===== src/hdl/array_ctl_defs.svh =====
/* Array controller sizing constants
   Channel count, bus and register address widths, word width and firmware id */

`ifndef ARRAY_CTL_DEFS_SVH
`define ARRAY_CTL_DEFS_SVH

// Transducer channels in one array
`define ARRAY_CHANNELS 8

// Register map address width
`define REG_ADDR_W 7

// Host bus address, top bit selects delay memory
`define BUS_ADDR_W 8

// Delay memory index width
`define DLY_ADDR_W $clog2(`ARRAY_CHANNELS)

`define DATA_W 16

`define FW_VERSION 16'h0103

`endif

===== src/hdl/ctl_cfg_pkg.sv =====
/* Configuration types handed from the engines to the outputs */

`default_nettype none

`include "array_ctl_defs.svh"

package ctl_cfg_pkg;

  // Live control bits, refreshed every sweep
  typedef struct packed {
    logic op_mode;
    logic force_fan;
    logic legacy_mode;
  } ctl_flags_t;

  // Modulation and silencer settings applied on sync
  typedef struct packed {
    logic [15:0] mod_cycle;
    logic [31:0] mod_freq_div;
    logic [15:0] silent_step;
    logic [31:0] sound_speed;
  } timing_cfg_t;

  // One delay word per channel
  typedef logic [`ARRAY_CHANNELS-1:0][`DATA_W-1:0] delay_tbl_t;

endpackage

`default_nettype wire


===== src/hdl/ctl_reg_pkg.sv =====
/* Register map and host bus types for the array controller */

`default_nettype none

`include "array_ctl_defs.svh"

package ctl_reg_pkg;

  typedef enum logic [`REG_ADDR_W-1:0] {
    VERSION        = 7'h00,
    CTL            = 7'h01,
    STATUS         = 7'h02, // Written by poller only
    MOD_CYCLE      = 7'h03,
    MOD_FREQ_DIV_0 = 7'h04,
    MOD_FREQ_DIV_1 = 7'h05,
    SILENT_STEP    = 7'h06,
    SOUND_SPEED_0  = 7'h07,
    SOUND_SPEED_1  = 7'h08,
    SYNC_TIME_0    = 7'h09,
    SYNC_TIME_1    = 7'h0a,
    SYNC_TIME_2    = 7'h0b,
    SYNC_TIME_3    = 7'h0c
  } reg_addr_e;

  // Bit positions inside CTL
  typedef enum logic [3:0] {
    SYNC        = 4'd0,
    OP_MODE     = 4'd1,
    FORCE_FAN   = 4'd2,
    LEGACY_MODE = 4'd3
  } ctl_bit_e;

  typedef struct packed {
    logic                   req;
    logic                   we;
    logic [`BUS_ADDR_W-1:0] addr;
    logic [`DATA_W-1:0]     wdata;
  } bus_req_t;

  typedef struct packed {
    logic               ack;
    logic [`DATA_W-1:0] rdata;
  } bus_rsp_t;

  typedef enum logic {POLL_SWEEP, POLL_SYNC} poll_state_e;

endpackage

`default_nettype wire


===== src/hdl/array_ctl_top.sv =====
/* Array configuration controller top level */

`default_nettype none

`include "array_ctl_defs.svh"

module array_ctl_top
  import ctl_reg_pkg::*;
  import ctl_cfg_pkg::*;
(
  input  var logic        CLK,
  input  var logic        rst_n,
  input  var bus_req_t    bus_req,
  output bus_rsp_t        bus_rsp,
  input  var logic        thermo,
  output ctl_flags_t      flags,
  output timing_cfg_t     timing,
  output logic [63:0]     sync_time,
  output delay_tbl_t      delays,
  output logic            sync_set
);

  logic [`REG_ADDR_W-1:0] reg_raddr;
  logic [`DATA_W-1:0]     reg_rdata;
  logic                   reg_we;
  logic [`REG_ADDR_W-1:0] reg_waddr;
  logic [`DATA_W-1:0]     reg_wdata;
  logic [`DLY_ADDR_W-1:0] delay_raddr;
  logic [`DATA_W-1:0]     delay_rdata;
  ctl_flags_t             poll_flags;
  logic                   flags_valid;
  timing_cfg_t            poll_timing;
  logic [63:0]            poll_sync_time;
  logic                   sync_req;
  delay_tbl_t             delay_tbl;
  logic                   pass_done;

  cpu_bus_port bus_port_inst (
    .CLK         (CLK),
    .rst_n       (rst_n),
    .bus_req     (bus_req),
    .bus_rsp     (bus_rsp),
    .reg_raddr   (reg_raddr),
    .reg_rdata   (reg_rdata),
    .reg_we      (reg_we),
    .reg_waddr   (reg_waddr),
    .reg_wdata   (reg_wdata),
    .delay_raddr (delay_raddr),
    .delay_rdata (delay_rdata)
  );

  param_poller poller_inst (
    .CLK         (CLK),
    .rst_n       (rst_n),
    .thermo      (thermo),
    .reg_raddr   (reg_raddr),
    .reg_rdata   (reg_rdata),
    .reg_we      (reg_we),
    .reg_waddr   (reg_waddr),
    .reg_wdata   (reg_wdata),
    .flags       (poll_flags),
    .flags_valid (flags_valid),
    .timing      (poll_timing),
    .sync_time   (poll_sync_time),
    .sync_req    (sync_req)
  );

  delay_scanner scanner_inst (
    .CLK         (CLK),
    .rst_n       (rst_n),
    .delay_raddr (delay_raddr),
    .delay_rdata (delay_rdata),
    .delay_tbl   (delay_tbl),
    .pass_done   (pass_done)
  );

  cfg_commit commit_inst (
    .CLK            (CLK),
    .rst_n          (rst_n),
    .poll_flags     (poll_flags),
    .flags_valid    (flags_valid),
    .poll_timing    (poll_timing),
    .poll_sync_time (poll_sync_time),
    .sync_req       (sync_req),
    .delay_tbl      (delay_tbl),
    .pass_done      (pass_done),
    .flags          (flags),
    .timing         (timing),
    .sync_time      (sync_time),
    .delays         (delays),
    .sync_set       (sync_set)
  );

endmodule

`default_nettype wire


===== src/hdl/cfg_commit.sv =====
/* Output commit, control bits per sweep
   Timing, sync time and delays switch together on the first scan pass after a sync */

`default_nettype none

`include "array_ctl_defs.svh"

module cfg_commit
  import ctl_cfg_pkg::*;
(
  input  var logic        CLK,
  input  var logic        rst_n,
  input  var ctl_flags_t  poll_flags,
  input  var logic        flags_valid,
  input  var timing_cfg_t poll_timing,
  input  var logic [63:0] poll_sync_time,
  input  var logic        sync_req,
  input  var delay_tbl_t  delay_tbl,
  input  var logic        pass_done,
  output ctl_flags_t      flags,
  output timing_cfg_t     timing,
  output logic [63:0]     sync_time,
  output delay_tbl_t      delays,
  output logic            sync_set
);

  logic        sync_pending;
  timing_cfg_t pend_timing;
  logic [63:0] pend_sync_time;

  // Snapshot taken with the request
  always_ff @(posedge CLK) begin
    if (sync_req) begin
      pend_timing    <= poll_timing;
      pend_sync_time <= poll_sync_time;
    end
  end

  always_ff @(posedge CLK) begin
    if (!rst_n) begin
      flags        <= '0;
      timing       <= '0;
      sync_time    <= '0;
      delays       <= '0;
      sync_set     <= 1'b0;
      sync_pending <= 1'b0;
    end else begin
      sync_set <= 1'b0;
      if (flags_valid) flags <= poll_flags;
      if (sync_pending && pass_done) begin
        timing       <= pend_timing;
        sync_time    <= pend_sync_time;
        delays       <= delay_tbl;
        sync_set     <= 1'b1;
        sync_pending <= 1'b0;
      end
      if (sync_req) sync_pending <= 1'b1; // A pass_done in this cycle is too early
    end
  end

endmodule

`default_nettype wire


===== src/hdl/delay_scanner.sv =====
/* Delay scanner, copies the delay memory into a shadow table in a loop */

`default_nettype none

`include "array_ctl_defs.svh"

module delay_scanner
  import ctl_cfg_pkg::*;
(
  input  var logic                   CLK,
  input  var logic                   rst_n,
  output logic [`DLY_ADDR_W-1:0]     delay_raddr,
  input  var logic [`DATA_W-1:0]     delay_rdata,
  output delay_tbl_t                 delay_tbl,
  output logic                       pass_done
);

  localparam int CNT_W = `DLY_ADDR_W + 1;
  // One spare slot per pass separates consecutive passes
  localparam logic [CNT_W-1:0] LAST_SLOT = CNT_W'(`ARRAY_CHANNELS);

  logic [CNT_W-1:0] rd_cnt;
  logic [CNT_W-1:0] wr_cnt; // Trails rd_cnt by the read latency

  assign delay_raddr = rd_cnt[`DLY_ADDR_W-1:0];

  always_ff @(posedge CLK) begin
    if (!rst_n) begin
      rd_cnt    <= '0;
      wr_cnt    <= LAST_SLOT;
      pass_done <= 1'b0;
    end else begin
      rd_cnt    <= (rd_cnt == LAST_SLOT) ? '0 : rd_cnt + 1'b1;
      wr_cnt    <= rd_cnt;
      pass_done <= (wr_cnt == LAST_SLOT - 1'b1); // Last channel stored now
    end
  end

  always_ff @(posedge CLK) begin
    if (wr_cnt != LAST_SLOT) delay_tbl[wr_cnt[`DLY_ADDR_W-1:0]] <= delay_rdata;
  end

endmodule

`default_nettype wire


===== src/hdl/param_poller.sv =====
/* Parameter poller, sweeps the register file every 11 cycles
   On a requested sync it detours to fetch the sync time and clears the SYNC bit */

`default_nettype none

`include "array_ctl_defs.svh"

module param_poller
  import ctl_reg_pkg::*;
  import ctl_cfg_pkg::*;
(
  input  var logic                   CLK,
  input  var logic                   rst_n,
  input  var logic                   thermo,
  output logic [`REG_ADDR_W-1:0]     reg_raddr,
  input  var logic [`DATA_W-1:0]     reg_rdata,
  output logic                       reg_we,
  output logic [`REG_ADDR_W-1:0]     reg_waddr,
  output logic [`DATA_W-1:0]         reg_wdata,
  output ctl_flags_t                 flags,
  output logic                       flags_valid,
  output timing_cfg_t                timing,
  output logic [63:0]                sync_time,
  output logic                       sync_req
);

  localparam logic [3:0] SWEEP_LAST = 4'd10;
  localparam logic [3:0] SYNC_LAST  = 4'd5;

  poll_state_e        state;
  logic [3:0]         step;
  logic [`DATA_W-1:0] ctl_word;

  assign flags = '{op_mode:     ctl_word[OP_MODE],
                   force_fan:   ctl_word[FORCE_FAN],
                   legacy_mode: ctl_word[LEGACY_MODE]};

  always_ff @(posedge CLK) begin
    if (!rst_n) begin
      state       <= POLL_SWEEP;
      step        <= '0;
      ctl_word    <= '0;
      reg_we      <= 1'b0;
      reg_waddr   <= '0;
      reg_wdata   <= '0;
      flags_valid <= 1'b0;
      sync_req    <= 1'b0;
    end else begin
      reg_we      <= 1'b0;
      flags_valid <= 1'b0;
      sync_req    <= 1'b0;
      step        <= step + 1'b1;
      case (state)
        POLL_SWEEP: begin
          if (step == 4'd2) ctl_word <= reg_rdata; // CTL issued at step 0
          if (step == 4'd9) begin
            reg_we    <= 1'b1;
            reg_waddr <= STATUS;
            reg_wdata <= {{(`DATA_W-1){1'b0}}, thermo};
          end
          if (step == SWEEP_LAST) begin
            flags_valid <= 1'b1;
            step        <= '0;
            if (ctl_word[SYNC]) state <= POLL_SYNC;
          end
        end
        POLL_SYNC: begin
          if (step == 4'd4) begin
            reg_we          <= 1'b1;
            reg_waddr       <= CTL;
            reg_wdata       <= ctl_word;
            reg_wdata[SYNC] <= 1'b0;
          end
          if (step == SYNC_LAST) begin
            sync_req <= 1'b1; // All four words now held
            step     <= '0;
            state    <= POLL_SWEEP;
          end
        end
        default: state <= POLL_SWEEP;
      endcase
    end
  end

  // Issue one address per step, capture the word requested two steps back
  always_ff @(posedge CLK) begin
    if (state == POLL_SWEEP) begin
      case (step)
        4'd0: reg_raddr <= CTL;
        4'd1: reg_raddr <= MOD_CYCLE;
        4'd2: reg_raddr <= MOD_FREQ_DIV_0;
        4'd3: reg_raddr <= MOD_FREQ_DIV_1;
        4'd4: reg_raddr <= SILENT_STEP;
        4'd5: reg_raddr <= SOUND_SPEED_0;
        4'd6: reg_raddr <= SOUND_SPEED_1;
        default: ;
      endcase
      case (step)
        4'd3: timing.mod_cycle          <= reg_rdata;
        4'd4: timing.mod_freq_div[15:0]  <= reg_rdata;
        4'd5: timing.mod_freq_div[31:16] <= reg_rdata;
        4'd6: timing.silent_step        <= reg_rdata;
        4'd7: timing.sound_speed[15:0]   <= reg_rdata;
        4'd8: timing.sound_speed[31:16]  <= reg_rdata;
        default: ;
      endcase
    end else begin
      case (step)
        4'd0: reg_raddr <= SYNC_TIME_0;
        4'd1: reg_raddr <= SYNC_TIME_1;
        4'd2: reg_raddr <= SYNC_TIME_2;
        4'd3: reg_raddr <= SYNC_TIME_3;
        default: ;
      endcase
      if (step >= 4'd2) sync_time[(step - 4'd2)*16 +: 16] <= reg_rdata;
    end
  end

endmodule

`default_nettype wire


===== src/hdl/cpu_bus_port.sv =====
/* Host bus slave with register file and delay memory
   Four-phase handshake on the host side, two fixed-latency read ports inside */

`default_nettype none

`include "array_ctl_defs.svh"

module cpu_bus_port
  import ctl_reg_pkg::*;
(
  input  var logic                   CLK,
  input  var logic                   rst_n,
  input  var bus_req_t               bus_req,
  output bus_rsp_t                   bus_rsp,
  input  var logic [`REG_ADDR_W-1:0] reg_raddr,
  output logic [`DATA_W-1:0]         reg_rdata,
  input  var logic                   reg_we,
  input  var logic [`REG_ADDR_W-1:0] reg_waddr,
  input  var logic [`DATA_W-1:0]     reg_wdata,
  input  var logic [`DLY_ADDR_W-1:0] delay_raddr,
  output logic [`DATA_W-1:0]         delay_rdata
);

  typedef enum logic [1:0] {IDLE, ACCESS, ACK} bus_state_e;

  bus_state_e             state;
  logic                   ack_q;
  logic [`DATA_W-1:0]     rdata_q;
  logic [`DATA_W-1:0]     reg_file [2**`REG_ADDR_W];
  logic [`DATA_W-1:0]     delay_mem [`ARRAY_CHANNELS];
  logic                   dly_sel;
  logic [`REG_ADDR_W-1:0] reg_addr;
  logic [`DLY_ADDR_W-1:0] dly_addr;
  logic                   cpu_we;
  logic                   reg_wr_ok;

  assign dly_sel   = bus_req.addr[`BUS_ADDR_W-1];
  assign reg_addr  = bus_req.addr[`REG_ADDR_W-1:0];
  assign dly_addr  = bus_req.addr[`DLY_ADDR_W-1:0];
  assign cpu_we    = (state == ACCESS) && bus_req.we; // One access per request
  assign reg_wr_ok = (reg_addr != VERSION) && (reg_addr != STATUS);

  assign bus_rsp = '{ack: ack_q, rdata: rdata_q};

  always_ff @(posedge CLK) begin
    if (!rst_n) begin
      state <= IDLE;
      ack_q <= 1'b0;
    end else begin
      case (state)
        IDLE:   if (bus_req.req) state <= ACCESS;
        ACCESS: state <= ACK;
        ACK: begin
          if (!bus_req.req) begin
            ack_q <= 1'b0;
            state <= IDLE;
          end else begin
            ack_q <= 1'b1;
          end
        end
        default: state <= IDLE;
      endcase
    end
  end

  // Host write placed last so it wins a same-address collision
  always_ff @(posedge CLK) begin
    if (!rst_n) begin
      for (int i = 0; i < 2**`REG_ADDR_W; i++) reg_file[i] <= '0;
    end else begin
      if (reg_we) reg_file[reg_waddr] <= reg_wdata;
      if (cpu_we && !dly_sel && reg_wr_ok) reg_file[reg_addr] <= bus_req.wdata;
    end
  end

  always_ff @(posedge CLK) begin
    if (cpu_we && dly_sel) delay_mem[dly_addr] <= bus_req.wdata;
    reg_rdata   <= reg_file[reg_raddr];
    delay_rdata <= delay_mem[delay_raddr];
  end

  always_ff @(posedge CLK) begin
    if (state == ACCESS) begin
      if (dly_sel) rdata_q <= delay_mem[dly_addr];
      else if (reg_addr == VERSION) rdata_q <= `FW_VERSION;
      else rdata_q <= reg_file[reg_addr];
    end
  end

endmodule

`default_nettype wire


===== config.mk =====
export PLATFORM = sky130hd
export DESIGN_NAME = array_ctl_top
export DESIGN_NICKNAME = d
export VERILOG_FILES = /design/src/hdl/ctl_cfg_pkg.sv /design/src/hdl/ctl_reg_pkg.sv /design/src/hdl/array_ctl_top.sv /design/src/hdl/cfg_commit.sv /design/src/hdl/delay_scanner.sv /design/src/hdl/param_poller.sv /design/src/hdl/cpu_bus_port.sv
export VERILOG_INCLUDE_DIRS = /design/src /design/src/hdl
export SDC_FILE = /design/constraint.sdc
export NUM_CORES = 2
export LEC_CHECK = 0
export ABC_AREA = 1
export BUFFER_PORTS_ARGS = -buffer_cell sky130_fd_sc_hd__buf_2
export CAP_MARGIN = 15
export CORE_MARGIN = 2
export CORE_UTILIZATION = 40
export CTS_CLUSTER_DIAMETER = 50
export DETAILED_ROUTE_END_ITERATION = 12
export PLACE_DENSITY = 0.6
export SLEW_MARGIN = 15
export SYNTH_ARGS = -nofsm -noshare
export SYNTH_HDL_FRONTEND = slang
export SYNTH_SLANG_ARGS = --single-unit
export TNS_END_PERCENT = 20

===== constraint.sdc =====
create_clock -name CLK -period 4.8 [get_ports CLK]
set_input_delay 0.24 -clock CLK [delete_from_list [all_inputs] [get_ports CLK]]
set_output_delay 0.24 -clock CLK [all_outputs]
set_load 0.02 [all_outputs]

# Yosys cells after proc, flatten, opt, wreduce, memory -nomap -nowiden
# Memories as Yosys holds them, arrays and structs flattened. A register that Yosys moved wholly into a read port is not among the register bits.
# Index checks and enable logic that the tools add are counted.
# op_classes
mux	49
bitwise_logic	2
n_lt_le_gt_ge	3
add_sub_neg	4
n_reduce_logical	30
n_shift	2
eq_ne	21
# ops
op	n
$bwmux W128	1
$mux W16	7
$bwmux W64	1
$shift A16 B34 Y64 const A	1
$shiftx A16 B34 Y64	1
$pmux W7 S7	1
$demux W16 S3	1
$mux W7	5
$neg A32 Y34	1
$pmux W16 S2	1
$reduce_or A16 Y1	2
$pmux W7 S4	1
$reduce_and A2 Y1	12
$mux W1	22
$eq A4 B3 Y1 const B	5
$eq A4 B4 Y1 const B	4
$pmux W7 S2	1
$reduce_bool A7 Y1	2
$add A4 B1 Y4 const B	2
$eq A4 B2 Y1 const B	2
$mux W4	2
$pmux W4 S2	1
$logic_and A1 B1 Y1	7
$logic_not A7 Y1	1
other kinds (21)	27
# totals
mem_bits_rw	2176
output_inout_bits	309
n_memories	2
register_bits	823
# mem_list
memory	words	word_bits	rd	rd_ports_with_merged_regs	write_ports	line	rtl
bus_port_inst.reg_file	128	16	2	1	128	cpu_bus_port.sv:29	logic [`DATA_W-1:0] reg_file [2**`REG_ADDR_W];
bus_port_inst.delay_mem	8	16	2	1	1	cpu_bus_port.sv:30	logic [`DATA_W-1:0] delay_mem [`ARRAY_CHANNELS];

# Logic depth before layout (Yosys ltp)
# depth
depth_word	9
depth_mapped	17

# Hierarchy
# Synthesis repeated with hierarchy kept, for this count alone.
# unflattened
hier_cells	21303
hier_area_um2	166639.8
# modules_own_cells
mod	area_each_um2	seq_area_each_um2	cells_each	n_inst
cpu_bus_port	137832.2	66523.8	18540	1
cfg_commit	16804.9	10670.2	2004	1
param_poller	7759.9	5765.5	580	1
delay_scanner	4242.8	4023.9	179	1

# Worst setup path before layout
# No wires, ideal clock.
# synth_timing
path_kind	flip-flop to flip-flop
start	reg poller_inst.sync_req
end	reg commit_inst.pend_sync_time[0] (enable)
path_buffers	0
path_stages_with_launch	1
setup_ns	0.535
period_less_slack_ns	4.329
required_time_ns	4.265
path_slack_ns	0.471
arrival_time_ns	3.793
cell_sequence	dfxtp_1
# synth_rtl
element	line	rtl
start, declared	param_poller.sv:24	output logic sync_req
start signal, assigned	param_poller.sv:47	sync_req <= 1'b0;
start signal, assigned	param_poller.sv:51	sync_req <= 1'b0;
start signal, assigned	param_poller.sv:75	sync_req <= 1'b1;
end signal, assigned	cfg_commit.sv:35	pend_sync_time <= poll_sync_time;
end, declared	cfg_commit.sv:29	logic [63:0] pend_sync_time;
# No word-level cell between the ends.

==> metrics.md <==
| Metric | Value |
|---|---|
| Slew @ Worst Pin | 1280 ps |
| Post-synth cell types | 52 |
| Flop2flop setup slack | 930 ps |
| Syn Inst Count | 14200 |
| First-pass GRT wire length | 588000 um |
| H-tree levels | 5 |
| DR pass1 iterations | 6 |
| Final setup violation count | 0 |
| Worst skew pair latency | 900 ps |
| Synth Register Bits | 3023 |
| Detail Route Antenna Nets | 0 |
| Crit path arrival time | 4370 ps |
| Via count | 97100 |
| Routed len/inst | 21.4 um |
| Max-cap violations | 0 |
| Core area | 0.328 sq mm |
| CTS Buffer Depth | 4 |
| CTS tree | yes |
| Post-CTS sizing | 0 |
| Most frequent cells after synthesis | nand2_1, nor2_1, edfxtp_1 |
| Buf/Inv on CP | 2 |
| Final hold viol count | 0 |
| Most used DFF post-synth | edfxtp_1 |
| Layout cells sized above 1 | 8.69% |
| Vias in the first global route | 91100 |
| Setup repair bufs after CTS | 0 |
| Initial antenna violation count | 8 |
| Largest net degree at the start of global routing | 175 |
| Slew HR | 14.6% |
| Hold endpoint | bus_port_inst.state[0] |
| Most common cell on crit path | nand3_1 |
| Final Max Slew Viols | 0 |
| Hold slack | 13.9 ps |
| R2R cell count | 9 |
| Worst-path cell chain | inv_1, nor2_2, nand3_1, a31oi_2, nand2_4, nor2_1, nand3_1, buf_4, nand2_1 |
| Status | finished clean |
| Syn Nets | 14200 |
| Register area share after synthesis | 65.9% |
| Vias/cell | 5.19 |
| HP Start | rst_n |
| Hold Path Stages | 4 |
| Post-synth ARST share | 0% |
| Setup TNS | 0 ps |
| Cell Rows | 210 |
| Die area | 0.335 sq mm |
| Final min period | 3870 ps |
| RSZ-0062 raised after global routing | no |
| Critical Path Max Stage Delay | 780 ps |
| Total global routing overflow | 0 |
| Most common cell in the netlist | nand2_1 |
| Share of Yosys cell area claimed by the top area cell type | 60.1% |
| Crit path max-delay family | simple AND/OR/NAND/NOR gates |
| Post-CTS Hold Buffers | 19 |
| Chip height | 579 um |
| Final GP Congestion | 0.885 |
| Synth Warn # | 0 |
| Syn avg cell area | 9.32 sq um |
| Root Buffer | clkbuf_16 |
| DRT Wirelength | 401000 um |
| CP max stage cell | nor2_1 |
| Die Width | 579 um |
| Initial Util | 40.3% |
| Crit Path Class | reg -> reg |
| Clock sink count | 3023 |
| Worst-path maximum fanout | 17 |
| Worst reg2reg endpoint | bus_port_inst.reg_file[52][13] |
| Area growth syn-to-layout | 12.8% |
| PD cells | 411 mW/mm^2 |
| Top cells by area, synth | edfxtp_1, nand2_1, nor2_1 |
| Syn Std Cell Area | 0.132 sq mm |
| Number of synthesized flops with an enable pin | 2644 |
| Worst vdd ir | 277 uV |
| Cts bufs inserted | 347 |
| Leak | 62.9 nW |
| Nets | 14100 |
| CP endpoint kind | register |
| Initial DRC count | 11300 |
| FMAX | 0.258 GHz |
| Setup Skew | 68.5 ps |
| # IOs | 338 |
| DRC | 0 |
| Clock transition at path regs | 60 ps |
| Setup crit start kind | register |
| Tcrit/Tclk final | 80.7% |
| Min-delay worst type | in -> reg |
| Critical Path RT | 5300 ps |
| GRT Overall Usage | 23.3% |
| Yosys top cell by area | edfxtp_1 |
| RR Startpoint | bus_port_inst.state[0] |
| IO buf count | 337 |
| Post-DP HPWL | 238000 um |
==> sequential cells by signal, indices dropped and copies added, names as in the netlist, 16 cells and up <==
signal,cells
poller_inst.ctl_word,16
commit_inst.pend_sync_time,64
poller_inst.reg_wdata,16
bus_port_inst.delay_mem,128
bus_port_inst.delay_rdata,16
poller_inst.timing,96
commit_inst.delays,128
commit_inst.pend_timing,96
bus_port_inst.reg_file,2048
bus_port_inst.reg_rdata,16
bus_port_inst.rdata_q,16
poller_inst.sync_time,64
commit_inst.sync_time,64
commit_inst.timing,96
scanner_inst.delay_tbl,128
==> metal layers <==
layer  routed length [um]  vias to the layer above  GRT usage [%]
met5                   30                        -              0
met4                16400                        4           8.94
met3                34100                      765           3.40
met2               182000                     4250           36.7
met1               168000                    46400           32.5
li1                     -                    45700              -
==> layout make-up <==
| cell class | instances | area [sq um] |
|---|---|---|
| fill | 31200 | 179000 |
| tap | 4346 | 5440 |
| timing repair buffer | 563 | 3840 |
| inverter | 242 | 1020 |
| multi-input combinational | 9917 | 40200 |
| antenna | 2 | 5.00 |
| clock buffer | 435 | 9400 |
| clock inverter | 191 | 2100 |
| sequential | 3023 | 87000 |
==> layout by cell type (no fill, tap or decap), types with 73 or more instances in the layout <==
cell	instances
nand3_1	102
edfxtp_1	2644
nand2_1	5573
clkbuf_16	360
buf_4	177
a21oi_1	164
nor2_1	3018
buf_2	333
o21ai_0	643
dfxtp_1	377
nand2_2	84
inv_1	208
o211ai_1	73
==> worst max path at each step <==
stage	endpoint	slack [ps]	from	depth (start not counted)
finish	bus_port_inst.reg_file[52][13]	930	bus_port_inst.state[0]	9
global route	poller_inst.sync_time[46]	850	poller_inst.step[1]	14
CTS	bus_port_inst.reg_file[52][13]	950	bus_port_inst.state[0]	9
detailed placement	bus_port_inst.reg_file[52][4]	710	bus_req[18]	10
global placement	bus_port_inst.reg_file[52][4]	710	bus_req[18]	10
floorplan	commit_inst.pend_sync_time[0]	470	poller_inst.sync_req	0
==> kinds of logic after synthesis <==
kind of cell	share of synthesized area (%)
and+or+nand+nor	25.8
DFF	65.9
buffers and inverters	3.79
AOI/OAI and AO/OA	3.85
muxes	0.485
adders and majority gates	0.161
xor gates and xnor gates	0.0199
==> tightest hold or removal path, delay by kind of cell <==
family	cells	cell delay, ps
buffers and inverters	2	390
AND/OR/NAND/NOR	2	190
==> power by group <==
| part | internal [W] | switching (W) | leakage (nW) | total [W] |
|---|---|---|---|---|
| clock | 0.0159 | 0.0109 | 5.58 | 0.0268 |
| combinational | 0.000989 | 0.00361 | 27.8 | 0.00460 |
| sequential | 0.0294 | 0.000520 | 29.5 | 0.0299 |
==> metrics by stage <==
stage / setup slack [ps] / util, % / std cells / total power [W] / area [sq um]
6_report: 925 / 45.4 / 18700 / 0.0613 / 149000
5_1_grt: 849 / 45.4 / 18700 / 0.0630 / 149000
4_1_cts: 948 / 45.4 / 18700 / 0.0615 / 149000
3_5_place_dp: 707 / 41.9 / 18100 / 0.0350 / 137000
3_3_place_gp: 713 / 41.9 / 18100 / 0.0350 / 137000
2_1_floorplan: 471 / - / 14200 / 0.0329 / 132000
(Power assumes the default switching activity.)
